<file path="src/design/oversample_tick_gen.sv">
`timescale 1ns/1ns

// Divides Clk down to the oversampling tick
// The divider only runs while the receiver is busy, so each frame starts from a fresh count
module oversample_tick_gen #(
    parameter int CLKS_PER_TICK = 4
) (
    input  logic Clk,
    input  logic Rst,
    input  logic run,   // High while a frame is in progress
    output logic tick   // One Clk wide, once every CLKS_PER_TICK cycles
);

    localparam int CW = $clog2(CLKS_PER_TICK);

    logic [CW-1:0] div_cnt;  // Clk cycles since the last tick

    always_ff @(posedge Clk or posedge Rst) begin
        if (Rst) begin
            div_cnt <= '0;
            tick    <= 1'b0;
        end else if (!run) begin
            div_cnt <= '0;  // Held and restarted while the receiver is idle
            tick    <= 1'b0;
        end else if (div_cnt == CW'(CLKS_PER_TICK - 1)) begin
            div_cnt <= '0;
            tick    <= 1'b1;  // Lands CLKS_PER_TICK cycles after run rises
        end else begin
            div_cnt <= div_cnt + 1'b1;
            tick    <= 1'b0;
        end
    end

endmodule

</file>
<file path="config.mk">
export PLATFORM = sky130hd
export DESIGN_NAME = oversample_tick_gen
export DESIGN_NICKNAME = d
export VERILOG_FILES = /design/src/design/oversample_tick_gen.sv
export SDC_FILE = /design/constraint.sdc
export NUM_CORES = 1
export LEC_CHECK = 0
export ABC_CLOCK_PERIOD_IN_PS = 1330
export BUFFER_PORTS_ARGS = -buffer_cell sky130_fd_sc_hd__buf_4
export CORE_AREA = 2 2 39 41
export DETAILED_ROUTE_END_ITERATION = 8
export DIE_AREA = 0 0 41 43
export GPL_TIMING_DRIVEN = 0
export PLACE_DENSITY = 0.3
export SKIP_LAST_GASP = 1
export SYNTH_ARGS = -nofsm -noshare
export SYNTH_HDL_FRONTEND = slang
export SYNTH_SLANG_ARGS = --single-unit
</file>
<file path="constraint.sdc">
create_clock -name Clk -period 1.33 [get_ports Clk]
set_input_delay 0.133 -clock Clk [delete_from_list [all_inputs] [get_ports Clk]]
set_output_delay 0.133 -clock Clk [all_outputs]
set_load 0.005 [all_outputs]
</file>
==> impl_metrics.toml <==
[place]
io_buffer_count = 3
place.gp.congestion = 0.438
dp_cells = 27
dp_slack_ps = 393

[power_and_ir_drop]
p_per_area_mw_per_mm2 = 1420
ir_worst_vdd_v = 0.000169
p_leak_nw = 0.0995

[min_path]
hold_depth = 2
min_path_type = "primary input to register"

[route]
drc_errors = 0
via_per_inst = 2.63
first_pass_iters = 1
avgRoutedWirePerCell_microns = 6.72
drt-total-wl_microns = 215
routed-via-count = 84
postRouteAntennaNets = 0
drtIter0Drc = 0

[critical_path]
end_kind = "register"
critPathCapture = "div_cnt[1]"
crit_fanout = 2
critPathLaunchType = "register"
r2r-end = "div_cnt[1]"
r2r_cells = 2
critPathKind = "register to register"
cp.required_ps = 1440
arrival_ps = 1050
critPathLaunch = "div_cnt[0]"
timing.reg2reg.setup_slack_ps = 400
r2r_start = "div_cnt[0]"

[die]
fp.dieArea_sq_mm = 0.00176
fp-row-count = 14
die_h_microns = 43
core_sq_mm = 0.00138
dieWidth_microns = 41
start_util_pct = 8.50
io_pins = 4

[sta]
finalCriticalPeriod_ps = 935
worst_slack_ps = 395
rsz0062_at_grt = "no"
drv_slew = 0
hold_violations = 0
setup_viol = 0
tightestPinTransition_ps = 116
finalCritPeriodShare_pct = 70.3
tns_ps = 0
skew_ps = 0.254
holdWs_ps = 144
timing.fmax_ghz = 1.07
slew_headroom_pct = 92.3

[logic_synthesis]
synth_nets = 12
synth-seq-cells = 3
yosysWarnings = 0
ys_seq_area_share_pct = 63.8
synth.avg_cell_area_sq_um = 14.7
syn_inst = 8
synthDistinctLibCells = 6
synth_area_sq_um = 118

[clocking]
numCtsBuffers = 3
root_buffer = "clkbuf_4"
cts.path.max_buffers = 2
clock_latency_ps = 230
numClockSinks = 3
clkTransAtPathRegs_ps = 30
cts-htree-levels = 1
cts_tree = "yes"
post_cts_buffers = 0

[layout]
post_layout_nonfiller_instances = 32
nets = 21
final_cell_mix = "clkbuf_4 (3), dfrtp_1 (3), buf_4 (3)"
drive_gt1_share_pct = 50.0
synthToLayoutAreaGrowth_pct = 67.0
diodes = 0

[global_route]
grt_overflow = 0
grt_start_max_net_pins = 4
grt_first_pass_wirelength_microns = 303
antenna_found_initial = 0
grtUsageTotal_pct = 3.41
grt_pass1_vias = 88

[job]
max_cap_violations = 0

[status]
status = "finished clean"
## routing by layer
layer  up-vias  track usage [%]  share of wire (%)
li1         41                -                  -
met1        39             1.92                 32
met2         4             4.06                 55
met3         0             1.57                 12
met4         0             8.00                  0
met5         -                0                  0
## state kept, by name (all words and copies together), names as in the netlist
register / cells
div_cnt: 2
tick: 1
## worst min-delay path by stage
stage,startpoint,end
global placement,Rst,tick
global route,run,div_cnt[1]
detailed placement,Rst,tick
finish,run,div_cnt[1]
floorplan,Rst,div_cnt[0]
CTS,run,div_cnt[1]
## cells in the mapped netlist (all sizes together)
library cell / number / area share [%]
ha: 1 / 11
nor3b: 1 / 11
dfrtp: 3 / 64
and2: 2 / 12
inv: 1 / 3.2
## what timing repair did
item	4_1_cts	5_1_grt
gates resized for setup	0	0
setup endpoints to repair	0	0
hold endpoints to repair	3	0
hold buffers	1	0
## final cells by class
type	count	area, sq um
clock buffers	4	26.3
fillers	162	1190
inverters	1	3.75
multi-input cells	4	38.8
flip-flops and latches	3	75.1
well taps	16	20.0
repair buffers	4	32.5
## stage by stage
step	total power, W	cell area (sq um)	utilization [%]
3_3_place_gp	0.000125	160	11.6
4_1_cts	0.000291	196	14.2
5_1_grt	0.000294	196	14.2
3_5_place_dp	0.000127	160	11.6
6_report	0.000280	196	14.2
2_1_floorplan	0.000116	118	-
## critical path, cell delays in order, from the launching register on
cell	delay [ps]
dfrtp_1	380
ha_1	280
and2_1	160
## cell families (layout without fill, tap and decap cells)
logic type               after synthesis  count (layout)  synth area share, %
buffers and inverters                  1               9                 3.19
adder cells (fa/ha/maj)                1               1                 10.6
AND/OR/NAND/NOR                        3               3                 22.3
flip-flops                             3               3                 63.8
## power breakdown
group / switching (W) / internal, W / leakage [nW]
clock network: 0.0000413 / 0.000112 / 0.0150
logic: 0.00000798 / 0.0000142 / 0.0450
registers: 0.00000410 / 0.000100 / 0.0396
Power figures use the tool's default switching activity.
